==> src/rtl/riscv_pkg.sv <==
//~~~~~~~~~~~~~~~~~~~~~~~~~~~~~~~~~~~~~~~~~~~~~~~~
// Scalar-side definitions for the vector CSR block
// Data width, request opcodes and CSR addresses
//~~~~~~~~~~~~~~~~~~~~~~~~~~~~~~~~~~~~~~~~~~~~~~~~

package riscv_pkg;

    localparam int XLEN = 32;

    // Request operation from the scalar core
    typedef enum logic [1:0] {
        OP_CSRRW  = 2'd0,
        OP_CSRRS  = 2'd1,
        OP_CSRRC  = 2'd2,
        OP_VSETVL = 2'd3
    } csr_op_t;

    // Vector CSR addresses
    localparam logic [11:0] CSR_VSTART = 12'h008;
    localparam logic [11:0] CSR_VXSAT  = 12'h009;
    localparam logic [11:0] CSR_VXRM   = 12'h00A;
    localparam logic [11:0] CSR_VCSR   = 12'h00F;
    localparam logic [11:0] CSR_VL     = 12'hC20;
    localparam logic [11:0] CSR_VTYPE  = 12'hC21;
    localparam logic [11:0] CSR_VLENB  = 12'hC22;

endpackage

==> src/rtl/riscv_v_pkg.sv <==
//~~~~~~~~~~~~~~~~~~~~~~~~~~~~~~~~~~~~~~~~~~~~~~~~
// Vector extension register layouts
// Field types, reset values and SEW decode
//~~~~~~~~~~~~~~~~~~~~~~~~~~~~~~~~~~~~~~~~~~~~~~~~

package riscv_v_pkg;

    // vtype as laid out in the architectural register
    typedef struct packed {
        logic                        vill;
        logic [riscv_pkg::XLEN-10:0] reserved;
        logic                        vma;
        logic                        vta;
        logic [2:0]                  vsew;
        logic [2:0]                  vlmul;
    } riscv_v_vtype_t;

    typedef logic [riscv_pkg::XLEN-1:0] riscv_v_vl_t;
    typedef logic [riscv_pkg::XLEN-1:0] riscv_v_vstart_t;
    typedef logic [riscv_pkg::XLEN-1:0] riscv_v_vlenb_t;

    typedef struct packed {
        logic [1:0] rounding_mode;
    } riscv_v_vxrm_t;

    typedef struct packed {
        logic saturate;
    } riscv_v_vxsat_t;

    // vcsr view, vxrm above vxsat
    typedef struct packed {
        logic [1:0] rounding_mode;
        logic       saturate;
    } riscv_v_vcsr_t;

    localparam logic [2:0] LMUL_1 = 3'd0;

    localparam riscv_v_vtype_t RISCV_V_VTYPE_RST_VAL = '{
        vill: 1'b1, reserved: '0, vma: 1'b0, vta: 1'b0, vsew: 3'd0, vlmul: 3'd0
    };
    localparam riscv_v_vl_t     RISCV_V_VL_RST_VAL     = '0;
    localparam riscv_v_vstart_t RISCV_V_VSTART_RST_VAL = '0;
    localparam riscv_v_vxrm_t   RISCV_V_VXRM_RST_VAL   = '{rounding_mode: 2'd0};
    localparam riscv_v_vxsat_t  RISCV_V_VXSAT_RST_VAL  = '{saturate: 1'b0};

    // Element width in bits, 0 for reserved encodings
    function automatic logic [6:0] riscv_v_sew_bits(input logic [2:0] vsew);
        case (vsew)
            3'd0:    return 7'd8;
            3'd1:    return 7'd16;
            3'd2:    return 7'd32;
            3'd3:    return 7'd64;
            default: return 7'd0;
        endcase
    endfunction

endpackage

==> src/rtl/riscv_v_csr.sv <==
//~~~~~~~~~~~~~~~~~~~~~~~~~~~~~~~~~~~~~~~~~~~~~~~~
// Vector CSR register file
// Holds vstart, vxsat, vxrm, vl and vtype, and
// derives vlenb and vcsr
//~~~~~~~~~~~~~~~~~~~~~~~~~~~~~~~~~~~~~~~~~~~~~~~~

module riscv_v_csr #(
    parameter int unsigned VLEN = 128
) (
    input  logic                         clk,
    input  logic                         rst,
    input  logic                         sat_set,
    input  logic                         vstart_wr_en,
    input  riscv_v_pkg::riscv_v_vstart_t vstart_wdata,
    input  logic                         vxsat_wr_en,
    input  riscv_v_pkg::riscv_v_vxsat_t  vxsat_wdata,
    input  logic                         vxrm_wr_en,
    input  riscv_v_pkg::riscv_v_vxrm_t   vxrm_wdata,
    input  logic                         vl_wr_en,
    input  riscv_v_pkg::riscv_v_vl_t     vl_wdata,
    input  logic                         vtype_wr_en,
    input  riscv_v_pkg::riscv_v_vtype_t  vtype_wdata,
    output riscv_v_pkg::riscv_v_vstart_t vstart_q,
    output riscv_v_pkg::riscv_v_vxsat_t  vxsat_q,
    output riscv_v_pkg::riscv_v_vxrm_t   vxrm_q,
    output riscv_v_pkg::riscv_v_vl_t     vl_q,
    output riscv_v_pkg::riscv_v_vtype_t  vtype_q,
    output riscv_v_pkg::riscv_v_vlenb_t  vlenb_q,
    output riscv_v_pkg::riscv_v_vcsr_t   vcsr_q
);
    import riscv_v_pkg::*;

    always_ff @(posedge clk or posedge rst) begin
        if (rst) begin
            vstart_q <= RISCV_V_VSTART_RST_VAL;
        end else if (vstart_wr_en) begin
            vstart_q <= vstart_wdata;
        end
    end

    // Saturation from the datapath is sticky and wins over a clearing write
    always_ff @(posedge clk or posedge rst) begin
        if (rst) begin
            vxsat_q <= RISCV_V_VXSAT_RST_VAL;
        end else if (vxsat_wr_en) begin
            vxsat_q.saturate <= vxsat_wdata.saturate | sat_set;
        end else if (sat_set) begin
            vxsat_q.saturate <= 1'b1;
        end
    end

    always_ff @(posedge clk or posedge rst) begin
        if (rst) begin
            vxrm_q <= RISCV_V_VXRM_RST_VAL;
        end else if (vxrm_wr_en) begin
            vxrm_q <= vxrm_wdata;
        end
    end

    always_ff @(posedge clk or posedge rst) begin
        if (rst) begin
            vl_q <= RISCV_V_VL_RST_VAL;
        end else if (vl_wr_en) begin
            vl_q <= vl_wdata;
        end
    end

    always_ff @(posedge clk or posedge rst) begin
        if (rst) begin
            vtype_q <= RISCV_V_VTYPE_RST_VAL;
        end else if (vtype_wr_en) begin
            vtype_q <= vtype_wdata;
        end
    end

    // Register length in bytes
    assign vlenb_q = riscv_v_vlenb_t'(VLEN / 8);

    assign vcsr_q.rounding_mode = vxrm_q.rounding_mode;
    assign vcsr_q.saturate      = vxsat_q.saturate;

    // Only vsetvl writes vl, so this checks the vlmax path end to end
    vl_in_range: assert property (@(posedge clk) disable iff (rst)
        vl_q <= riscv_v_vl_t'(VLEN / 8)
    ) else $error("vl 0x%0h exceeds VLEN/8", vl_q);

    regs_known: assert property (@(posedge clk) disable iff (rst)
        !$isunknown({vstart_q, vxsat_q, vxrm_q, vl_q, vtype_q, vlenb_q, vcsr_q})
    ) else $error("vector CSR output is unknown");

endmodule

==> src/rtl/riscv_v_csr_access.sv <==
//~~~~~~~~~~~~~~~~~~~~~~~~~~~~~~~~~~~~~~~~~~~~~~~~
// Vector CSR access unit
// Decodes Zicsr and vsetvl requests, drives the
// register writes and holds the response
//~~~~~~~~~~~~~~~~~~~~~~~~~~~~~~~~~~~~~~~~~~~~~~~~

module riscv_v_csr_access (
    input  logic                         clk,
    input  logic                         rst,
    input  logic                         req_valid,
    output logic                         req_ready,
    input  riscv_pkg::csr_op_t           req_op,
    input  logic [11:0]                  req_addr,
    input  logic [riscv_pkg::XLEN-1:0]   req_wdata,
    input  logic [riscv_pkg::XLEN-1:0]   req_avl,
    output logic                         rsp_valid,
    input  logic                         rsp_ready,
    output logic [riscv_pkg::XLEN-1:0]   rsp_rdata,
    output logic                         rsp_err,
    input  riscv_v_pkg::riscv_v_vstart_t vstart_q,
    input  riscv_v_pkg::riscv_v_vxsat_t  vxsat_q,
    input  riscv_v_pkg::riscv_v_vxrm_t   vxrm_q,
    input  riscv_v_pkg::riscv_v_vl_t     vl_q,
    input  riscv_v_pkg::riscv_v_vtype_t  vtype_q,
    input  riscv_v_pkg::riscv_v_vlenb_t  vlenb_q,
    input  riscv_v_pkg::riscv_v_vcsr_t   vcsr_q,
    output logic                         vstart_wr_en,
    output riscv_v_pkg::riscv_v_vstart_t vstart_wdata,
    output logic                         vxsat_wr_en,
    output riscv_v_pkg::riscv_v_vxsat_t  vxsat_wdata,
    output logic                         vxrm_wr_en,
    output riscv_v_pkg::riscv_v_vxrm_t   vxrm_wdata,
    output logic                         vl_wr_en,
    output riscv_v_pkg::riscv_v_vl_t     vl_wdata,
    output logic                         vtype_wr_en,
    output riscv_v_pkg::riscv_v_vtype_t  vtype_wdata,
    output riscv_v_pkg::riscv_v_vl_t     vset_avl,
    output riscv_v_pkg::riscv_v_vtype_t  vset_vtype,
    input  riscv_v_pkg::riscv_v_vl_t     vset_vl,
    input  riscv_v_pkg::riscv_v_vtype_t  vset_vtype_new
);
    import riscv_pkg::*;
    import riscv_v_pkg::*;

    logic            accept;
    logic            is_vset;
    logic            is_write;
    logic            addr_ok;
    logic            read_only;
    logic            err;
    logic            csr_we;
    logic [XLEN-1:0] old_val;
    logic [XLEN-1:0] wr_val;

    // One request in flight
    assign req_ready = !rsp_valid;
    assign accept    = req_valid && req_ready;

    always_comb begin
        addr_ok   = 1'b1;
        read_only = 1'b0;
        case (req_addr)
            CSR_VSTART: old_val = vstart_q;
            CSR_VXSAT:  old_val = XLEN'(vxsat_q);
            CSR_VXRM:   old_val = XLEN'(vxrm_q);
            CSR_VCSR:   old_val = XLEN'(vcsr_q);
            CSR_VL: begin
                old_val   = vl_q;
                read_only = 1'b1;
            end
            CSR_VTYPE: begin
                old_val   = vtype_q;
                read_only = 1'b1;
            end
            CSR_VLENB: begin
                old_val   = vlenb_q;
                read_only = 1'b1;
            end
            default: begin
                old_val = '0;
                addr_ok = 1'b0;
            end
        endcase
    end

    always_comb begin
        case (req_op)
            OP_CSRRW: wr_val = req_wdata;
            OP_CSRRS: wr_val = old_val | req_wdata;
            OP_CSRRC: wr_val = old_val & ~req_wdata;
            default:  wr_val = old_val;
        endcase
    end

    // Set or clear with a zero mask is a plain read
    assign is_vset  = (req_op == OP_VSETVL);
    assign is_write = (req_op == OP_CSRRW) || (req_wdata != '0);
    assign err      = !is_vset && (!addr_ok || (is_write && read_only));
    assign csr_we   = accept && !is_vset && !err && is_write;

    assign vset_avl   = req_avl;
    assign vset_vtype = riscv_v_vtype_t'(req_wdata);

    assign vstart_wr_en = (accept && is_vset) || (csr_we && req_addr == CSR_VSTART);
    assign vstart_wdata = is_vset ? '0 : wr_val;

    // vcsr packs vxrm over vxsat
    assign vxsat_wr_en = csr_we && (req_addr == CSR_VXSAT || req_addr == CSR_VCSR);
    assign vxsat_wdata.saturate = wr_val[0];
    assign vxrm_wr_en  = csr_we && (req_addr == CSR_VXRM || req_addr == CSR_VCSR);
    assign vxrm_wdata.rounding_mode = (req_addr == CSR_VCSR) ? wr_val[2:1] : wr_val[1:0];

    assign vl_wr_en    = accept && is_vset;
    assign vl_wdata    = vset_vl;
    assign vtype_wr_en = accept && is_vset;
    assign vtype_wdata = vset_vtype_new;

    always_ff @(posedge clk or posedge rst) begin
        if (rst) begin
            rsp_valid <= 1'b0;
        end else if (accept) begin
            rsp_valid <= 1'b1;
        end else if (rsp_ready) begin
            rsp_valid <= 1'b0;
        end
    end

    always_ff @(posedge clk) begin
        if (accept) begin
            rsp_rdata <= is_vset ? vset_vl : (err ? '0 : old_val);
            rsp_err   <= err;
        end
    end

    no_second_accept: assert property (@(posedge clk) disable iff (rst)
        accept |=> rsp_valid && !accept
    ) else $error("request accepted while a response is pending");

    rsp_stable: assert property (@(posedge clk) disable iff (rst)
        rsp_valid && !rsp_ready |=> rsp_valid && $stable(rsp_rdata) && $stable(rsp_err)
    ) else $error("response changed while stalled");

endmodule

==> src/rtl/riscv_v_csr_top.sv <==
//~~~~~~~~~~~~~~~~~~~~~~~~~~~~~~~~~~~~~~~~~~~~~~~~
// Vector CSR block top level
// Access unit, vsetvl logic and register file
//~~~~~~~~~~~~~~~~~~~~~~~~~~~~~~~~~~~~~~~~~~~~~~~~

module riscv_v_csr_top #(
    parameter int unsigned VLEN = 128
) (
    input  logic                       clk,
    input  logic                       rst,
    input  logic                       req_valid,
    output logic                       req_ready,
    input  riscv_pkg::csr_op_t         req_op,
    input  logic [11:0]                req_addr,
    input  logic [riscv_pkg::XLEN-1:0] req_wdata,
    input  logic [riscv_pkg::XLEN-1:0] req_avl,
    output logic                       rsp_valid,
    input  logic                       rsp_ready,
    output logic [riscv_pkg::XLEN-1:0] rsp_rdata,
    output logic                       rsp_err,
    input  logic                       sat_set
);
    import riscv_v_pkg::*;

    riscv_v_vstart_t vstart_q;
    riscv_v_vxsat_t  vxsat_q;
    riscv_v_vxrm_t   vxrm_q;
    riscv_v_vl_t     vl_q;
    riscv_v_vtype_t  vtype_q;
    riscv_v_vlenb_t  vlenb_q;
    riscv_v_vcsr_t   vcsr_q;

    logic            vstart_wr_en;
    riscv_v_vstart_t vstart_wdata;
    logic            vxsat_wr_en;
    riscv_v_vxsat_t  vxsat_wdata;
    logic            vxrm_wr_en;
    riscv_v_vxrm_t   vxrm_wdata;
    logic            vl_wr_en;
    riscv_v_vl_t     vl_wdata;
    logic            vtype_wr_en;
    riscv_v_vtype_t  vtype_wdata;

    riscv_v_vl_t     vset_avl;
    riscv_v_vtype_t  vset_vtype;
    riscv_v_vl_t     vset_vl;
    riscv_v_vtype_t  vset_vtype_new;

    riscv_v_csr_access u_access (
        .clk            (clk),
        .rst            (rst),
        .req_valid      (req_valid),
        .req_ready      (req_ready),
        .req_op         (req_op),
        .req_addr       (req_addr),
        .req_wdata      (req_wdata),
        .req_avl        (req_avl),
        .rsp_valid      (rsp_valid),
        .rsp_ready      (rsp_ready),
        .rsp_rdata      (rsp_rdata),
        .rsp_err        (rsp_err),
        .vstart_q       (vstart_q),
        .vxsat_q        (vxsat_q),
        .vxrm_q         (vxrm_q),
        .vl_q           (vl_q),
        .vtype_q        (vtype_q),
        .vlenb_q        (vlenb_q),
        .vcsr_q         (vcsr_q),
        .vstart_wr_en   (vstart_wr_en),
        .vstart_wdata   (vstart_wdata),
        .vxsat_wr_en    (vxsat_wr_en),
        .vxsat_wdata    (vxsat_wdata),
        .vxrm_wr_en     (vxrm_wr_en),
        .vxrm_wdata     (vxrm_wdata),
        .vl_wr_en       (vl_wr_en),
        .vl_wdata       (vl_wdata),
        .vtype_wr_en    (vtype_wr_en),
        .vtype_wdata    (vtype_wdata),
        .vset_avl       (vset_avl),
        .vset_vtype     (vset_vtype),
        .vset_vl        (vset_vl),
        .vset_vtype_new (vset_vtype_new)
    );

    riscv_v_vsetvl #(
        .VLEN (VLEN)
    ) u_vsetvl (
        .avl       (vset_avl),
        .vtype_req (vset_vtype),
        .new_vl    (vset_vl),
        .new_vtype (vset_vtype_new)
    );

    riscv_v_csr #(
        .VLEN (VLEN)
    ) u_csr (
        .clk          (clk),
        .rst          (rst),
        .sat_set      (sat_set),
        .vstart_wr_en (vstart_wr_en),
        .vstart_wdata (vstart_wdata),
        .vxsat_wr_en  (vxsat_wr_en),
        .vxsat_wdata  (vxsat_wdata),
        .vxrm_wr_en   (vxrm_wr_en),
        .vxrm_wdata   (vxrm_wdata),
        .vl_wr_en     (vl_wr_en),
        .vl_wdata     (vl_wdata),
        .vtype_wr_en  (vtype_wr_en),
        .vtype_wdata  (vtype_wdata),
        .vstart_q     (vstart_q),
        .vxsat_q      (vxsat_q),
        .vxrm_q       (vxrm_q),
        .vl_q         (vl_q),
        .vtype_q      (vtype_q),
        .vlenb_q      (vlenb_q),
        .vcsr_q       (vcsr_q)
    );

endmodule

==> src/rtl/riscv_v_vsetvl.sv <==
//~~~~~~~~~~~~~~~~~~~~~~~~~~~~~~~~~~~~~~~~~~~~~~~~
// vsetvl evaluation
// Derives vlmax, the new vl and vill from an
// AVL and a requested vtype, combinationally
//~~~~~~~~~~~~~~~~~~~~~~~~~~~~~~~~~~~~~~~~~~~~~~~~

module riscv_v_vsetvl #(
    parameter int unsigned VLEN = 128
) (
    input  riscv_v_pkg::riscv_v_vl_t    avl,
    input  riscv_v_pkg::riscv_v_vtype_t vtype_req,
    output riscv_v_pkg::riscv_v_vl_t    new_vl,
    output riscv_v_pkg::riscv_v_vtype_t new_vtype
);
    import riscv_v_pkg::*;

    logic [6:0]  sew;
    logic        legal;
    riscv_v_vl_t vlmax;

    assign sew = riscv_v_sew_bits(vtype_req.vsew);

    // Only LMUL=1, so vlmax is one register's worth of elements
    always_comb begin
        case (sew)
            7'd8:    vlmax = riscv_v_vl_t'(VLEN / 8);
            7'd16:   vlmax = riscv_v_vl_t'(VLEN / 16);
            7'd32:   vlmax = riscv_v_vl_t'(VLEN / 32);
            7'd64:   vlmax = riscv_v_vl_t'(VLEN / 64);
            default: vlmax = '0;
        endcase
    end

    assign legal = (sew != 7'd0)
                && (vtype_req.vlmul == LMUL_1)
                && (vtype_req.reserved == '0);

    always_comb begin
        if (legal) begin
            new_vtype.vill     = 1'b0;
            new_vtype.reserved = '0;
            new_vtype.vma      = vtype_req.vma;
            new_vtype.vta      = vtype_req.vta;
            new_vtype.vsew     = vtype_req.vsew;
            new_vtype.vlmul    = vtype_req.vlmul;
            new_vl             = (avl < vlmax) ? avl : vlmax;
        end else begin
            // Illegal setting leaves only vill
            new_vtype      = '0;
            new_vtype.vill = 1'b1;
            new_vl         = '0;
        end
    end

endmodule
==> config.mk <==
export PLATFORM = sky130hd
export DESIGN_NAME = riscv_v_csr_top
export DESIGN_NICKNAME = d
export VERILOG_FILES = /design/src/rtl/riscv_pkg.sv /design/src/rtl/riscv_v_pkg.sv /design/src/rtl/riscv_v_csr.sv /design/src/rtl/riscv_v_csr_access.sv /design/src/rtl/riscv_v_csr_top.sv /design/src/rtl/riscv_v_vsetvl.sv
export SDC_FILE = /design/constraint.sdc
export NUM_CORES = 1
export LEC_CHECK = 0
export BUFFER_PORTS_ARGS = -buffer_cell sky130_fd_sc_hd__buf_2
export CAP_MARGIN = 40
export CORE_MARGIN = 2
export CORE_UTILIZATION = 46
export DETAILED_ROUTE_END_ITERATION = 10
export HOLD_SLACK_MARGIN = 0.02
export PLACE_DENSITY = 0.81
export REMOVE_ABC_BUFFERS = 1
export SETUP_SLACK_MARGIN = 0.02
export SLEW_MARGIN = 20
export SYNTH_ARGS = -nofsm -noshare
export SYNTH_HDL_FRONTEND = slang
export SYNTH_SLANG_ARGS = --single-unit
export TNS_END_PERCENT = 50
==> constraint.sdc <==
create_clock -name clk -period 2.4 [get_ports clk]
set_clock_uncertainty 0.15 [all_clocks]
set_input_delay 0.12 -clock clk [delete_from_list [all_inputs] [get_ports clk]]
set_output_delay 0.12 -clock clk [all_outputs]
set_load 0.02 [all_outputs]
# After elaboration in Yosys (flattened, before gate mapping)
# Cells that the tools add are included.
# classes
magnitude_cmp	1
n_eq_ne	17
mux	17
n_bitwise	4
n_reduce_logical	31
# ops
operator	n
$pmux W32 S7	1
$mux W32	6
$pmux W32 S3	1
$eq A12 B4 Y1 const B	4
$eq A12 B12 Y1 const B	3
$and A32 B32 Y32	1
$lt A32 B5 Y1	1
$not A32 Y32	1
$or A32 B32 Y32	1
$reduce_bool A32 Y1	1
$pmux W7 S4	1
$logic_not A23 Y1	1
$pmux W5 S4	1
$logic_and A1 B1 Y1	12
$eq A7 B4 Y1 const B	1
$eq A7 B5 Y1 const B	1
$eq A7 B6 Y1 const B	1
$eq A7 B7 Y1 const B	1
$reduce_bool A7 Y1	1
$reduce_or A7 Y1	1
$eq A3 B2 Y1 const B	2
$logic_not A3 Y1	2
$mux W1	6
$logic_or A1 B1 Y1	5
9 further kinds	14
# word_totals
reg_bits	133
inputBits	83
output_inout_bits	35
elab_cells	83

# Longest topological paths before layout
# depth
word_depth	11
depth_mapped	8
mapped_depth_nobuf	8

# Modules after synthesis
# Synthesis repeated with hierarchy kept, for this count alone.
# hier_totals
hier_cells	884
hier_area_um2	9805.7
# modules_own_cells
module	n_inst	cells_each	area_each_um2	seq_area_each_um2
riscv_v_csr_access	1	530	4616.9	1016.0
riscv_v_csr	1	249	4423.0	2478.6
riscv_v_vsetvl	1	105	765.7	0.0

# Worst setup path after synthesis
# No wires, ideal clock.
# synth_path
path_kind	reg-to-reg
startpoint	register u_access.rsp_valid
endpoint	register, netlist name u_csr.vxrm_q[1]
arrival_ps	2433
path_slack_ps	-304
path_stages_with_launch	7
synth_period_minus_slack_ps	2704
cell_sequence	dfrtp_1 -> inv_1 -> nand2_1 -> inv_1 -> nand2_1 -> or4_1 -> a22o_1
# synth_between
elab_chain_cells	6
# synth_rtl
element	line	rtl
from (decl)	riscv_v_csr_access.sv:16	output logic rsp_valid,
from (signal assigned)	riscv_v_csr_access.sv:120	rsp_valid <= 1'b0;
from (signal assigned)	riscv_v_csr_access.sv:122	rsp_valid <= 1'b1;
from (signal assigned)	riscv_v_csr_access.sv:124	rsp_valid <= 1'b0;
$logic_not A1 Y1	riscv_v_csr_access.sv:56	assign req_ready = !rsp_valid;
via req_ready	riscv_v_csr_top.sv:12	output logic req_ready,
$logic_and A1 B1 Y1	riscv_v_csr_access.sv:57	assign accept = req_valid && req_ready;
via u_access.accept	riscv_v_csr_access.sv:45	logic accept;
$logic_and A1 B1 Y1 (3 in a row)	riscv_v_csr_access.sv:99	assign csr_we = accept && !is_vset && !err && is_write;
$logic_and A1 B1 Y1	riscv_v_csr_access.sv:110	assign vxrm_wr_en = csr_we && (req_addr == CSR_VXRM || req_addr == CSR_VCSR);
# The timed path passes the listed nets, and every way through them passes these cells.
# A chain may end at the register's enable or synchronous reset.

# Worst setup path in the final report
# layout_path
startpoint	input req_wdata[14] (netlist bit)
endpoint	register u_csr.vstart_q[10]
# layout_between
elab_chain_cells	10
# layout_rtl
element	line	rtl
from (decl)	riscv_v_csr_top.sv:15	input logic [riscv_pkg::XLEN-1:0] req_wdata,
$reduce_bool A32 Y1 *	riscv_v_csr_access.sv:97	assign is_write = (req_op == OP_CSRRW) || (req_wdata != '0);
$logic_or A1 B1 Y1 *	riscv_v_csr_access.sv:97	
$logic_and A1 B1 Y1	riscv_v_csr_access.sv:98	assign err = !is_vset && (!addr_ok || (is_write && read_only));
$logic_or A1 B1 Y1	riscv_v_csr_access.sv:98	
$logic_and A1 B1 Y1	riscv_v_csr_access.sv:98	
$logic_not A1 Y1	riscv_v_csr_access.sv:99	
$logic_and A1 B1 Y1	riscv_v_csr_access.sv:99	
$logic_and A1 B1 Y1 *	riscv_v_csr_access.sv:99	
$logic_and A1 B1 Y1 *	riscv_v_csr_access.sv:104	assign vstart_wr_en = (accept && is_vset) || (csr_we && req_addr == CSR_VSTART);
$logic_or A1 B1 Y1 *	riscv_v_csr_access.sv:104	
to (signal assigned)	riscv_v_csr.sv:37	vstart_q <= vstart_wdata;
to (decl)	riscv_v_csr.sv:23	output riscv_v_pkg::riscv_v_vstart_t vstart_q,
# Every way passes the cells marked *; elsewhere a longest branch is shown, timed or not.

==> flow_metrics.tcl <==
set metrics [dict create \
    status "complete, but fails checks" \
    violations "DRC" \
    grt_max_degree 78 \
    grt_pass1_vias 5013 \
    path_depth 10 \
    placed_area_mm2 0.00633 \
    pre_cts_ws_ps 62.4 \
    cts_tree "built" \
    nets 754 \
    finalHoldViolations 0 \
    coreArea_mm2 0.0115 \
    path_max_fanout 43 \
    postRouteAntennaNets 0 \
    dieArea_mm2 0.0128 \
    critical_path_buf_inv_count 4 \
    track_usage_pct 25.5 \
    power_per_cell_area_mw_per_mm2 612 \
    power.total_mw 4.35 \
    cp_cell_sequence "dlygate4sd3_1 -> buf_2 -> nor4_1 -> nand3_2 -> nor4_4 -> buf_4 -> o31ai_4 -> buf_12 -> o311ai_1 -> o21a_1" \
    fin_crit_ps 2330 \
    multiInputGateArea_mm2 0.00244 \
    holdWs_ps 37.7 \
    yosys.area_share.simple_pct 19.4 \
    utilization_pct 61.8 \
    avgSynthCellArea_um2 10.8 \
    yosysWarnings 0 \
    synthMuxAreaShare_pct 2.77 \
    ys_seq_area_share_pct 53.3 \
    dr.pass1.iters 8 \
    dr.first_iter.drc_count 487 \
    synth_edf_count 33 \
    timing.setup.critical_path_class "in2reg" \
    portBuffers 117 \
    clockBufferDepth 2 \
    ir_drop_mv 0.378 \
    start_kind "primary input" \
    viasPerCell 5.95 \
    synthAdderAreaFrac_pct 0.686 \
    async_flop_share_pct 70.0 \
    drc 6 \
    rows 39 \
    path_clk_slew_ps 80 \
    die_w_um 113 \
    layout-drive-gt1-share_pct 28.7 \
    start_util_pct 47.5 \
    reg2reg_depth 7 \
    htreeDepth 3 \
    cts_buffers 9 \
    fmax_ghz 0.430 \
    synth-xor-area-share_pct 0.320 \
    n_fill_cell 906 \
    slowest_delay_ps 530 \
    wirelength_mm 15.9 \
    hold_depth 3 \
    worst_slack_ps 73.8 \
    grt_first_pass_wirelength_mm 25.8 \
    syn-cell-area_mm2 0.00548 \
    drv_slew 0 \
    netlist_instances 506 \
    cp_top_family "buffers and inverters" \
    p_leak_nw 2.89 \
    cp_data_required_time_ps 2540 \
    post-place-cells 760 \
    diodes 0 \
    gp_congestion 0.881 \
    synth_area_leaders "dfrtp_1, edfxtp_1, o311ai_1" \
    worst_setup_path_end_kind "flop" \
    synth_seq_cells 110 \
    overflow 0 \
    clock-sinks 110 \
    tightest_slew_ps 479 \
    cts_root_buffer "clkbuf_16" \
    vias 4857 \
    ys.flop_type "dfrtp_1" \
    yosys.area.top_type "dfrtp_1" \
    clock_latency_ps 350 \
    grt_setup_unrepaired "yes" \
    hp-class "in2reg" \
    antenna_found_initial 0 \
    synth_top_family_by_area "compound AO/OA/AOI/OAI gates" \
    hpwlAfterDp_mm 10.3 \
    final_cell_area_mm2 0.00712 \
    area_delta_synth_final_pct 30.0 \
    setup_violations 0 \
    arrival_ps 2460 \
    yosysUniqueCellTypes 55 \
    synth_top_area_share_pct 34.7 \
    final-seq-area_mm2 0.00292 \
    finalCritPeriodShare_pct 96.9 \
    drv_cap 0 \
    setup-tns-final_ps 0 \
    die_h_um 113 \
    stdcell_count 816 \
    crit_slowest_cell "dlygate4sd3_1" \
    synth_compound_gate_area_share_pct 19.6 \
    ios 118 \
    maxSlewHeadroom_pct 67.8 \
    drt-wirelength-per-cell_um 19.5 \
]
-- state kept, by name (all words and copies together), names as in the netlist --
signal and cells:
u_access.rsp_rdata 32, u_csr.vl_q 32, u_csr.vstart_q 32, u_csr.vtype_q 9
u_csr.vxrm_q 2, u_access.rsp_err 1, u_access.rsp_valid 1, u_csr.vxsat_q 1
-- tightest hold or removal path: cells and delay by family --
family	cells	cell delay [ps]
AOI/OAI and AO/OA	2	210
buffers and inverters	1	160
-- worst paths after layout --
kind,start,to,slack (ps)
min reg2reg,u_csr.vtype_q[7],u_csr.vtype_q[7],330
max,req_wdata[14],u_csr.vstart_q[10],70
min in group asynchronous,rst,u_csr.vl_q[11],250
max in group asynchronous,rst,u_csr.vtype_q[31],1480
max reg2reg,u_access.rsp_valid,u_csr.vstart_q[10],500
min,req_wdata[1],u_csr.vstart_q[1],40
-- synth_stat cells, drive strengths merged, types with 5 or more instances --
cell type and n:
nor3 12, o22ai 9, nand3 9, nand2 29
o311ai 30, o21a 32, mux2i 5, nand2b 36
edfxtp 33, nor2 35, dfrtp 76, o21ai 11
mux2 9, buf 13, clkbuf 19, o31ai 7
nor4 16, a21oi 7, a22oi 30, inv 16
and2 35
-- layout make-up --
class	count	area share, %
multi-input combinational	348	34.2
timing repair buffer	183	17.2
sequential	110	41.0
clock inverter	7	1.06
clock buffer	9	3.17
tap	143	2.51
inverter	16	0.844
-- kinds of logic after synthesis --
logic type,count (synthesis)
buffers and inverters,48
adders and majority gates,3
muxes,14
and+or+nand+nor,188
xor gates and xnor gates,2
AOI/OAI and AO/OA,141
DFF,110
-- routing by layer --
metal	global-route usage [%]	wire length (um)	part of all wire, %
met1	34.1	6830	43
met2	41.3	7770	49
met3	5.73	925	5.8
met4	9.11	371	2.3
met5	0	0	0
-- cell usage in the layout, fill, tap and decap left out, types with 3 or more instances in the layout --
| cell type | synthesis | layout |
|---|---|---|
| buf_2 | 9 | 117 |
| dfrtp_1 | 76 | 76 |
| dlygate4sd3_1 | 0 | 38 |
| nand2b_1 | 36 | 36 |
| and2_1 | 35 | 35 |
| nor2_1 | 35 | 35 |
| edfxtp_1 | 33 | 33 |
| o21a_1 | 32 | 32 |
| a22oi_1 | 30 | 30 |
| nand2_1 | 29 | 28 |
| o311ai_1 | 28 | 26 |
| buf_4 | 3 | 23 |
| inv_1 | 16 | 15 |
| o21ai_0 | 11 | 11 |
| nor3_1 | 11 | 10 |
| nor4_1 | 13 | 10 |
| mux2_2 | 9 | 9 |
| clkbuf_16 | 0 | 9 |
| nand3_1 | 9 | 8 |
| a21oi_1 | 7 | 7 |
| o31ai_1 | 6 | 6 |
| o22ai_1 | 9 | 5 |
| mux2i_1 | 5 | 5 |
| o22ai_2 | 0 | 4 |
| nor4_4 | 2 | 4 |
| or4_1 | 3 | 3 |
| ha_1 | 3 | 3 |
| inv_6 | 0 | 3 |
| buf_12 | 0 | 3 |
-- repair_timing --
item	4_1_cts	5_1_grt
hold buffers	38	0
resized for setup	0	16
endpoints found under the hold margin	113	0
setup buffers	0	2
endpoints found under the setup margin	0	67
-- report_power, final --
group          leakage, nW  internal (mW)  total (mW)  switching (mW)
clock network        0.148          0.740        1.49           0.749
logic                 1.43          0.295       0.639           0.344
registers             1.31           2.12        2.22           0.101
(Power assumes the default switching activity.)
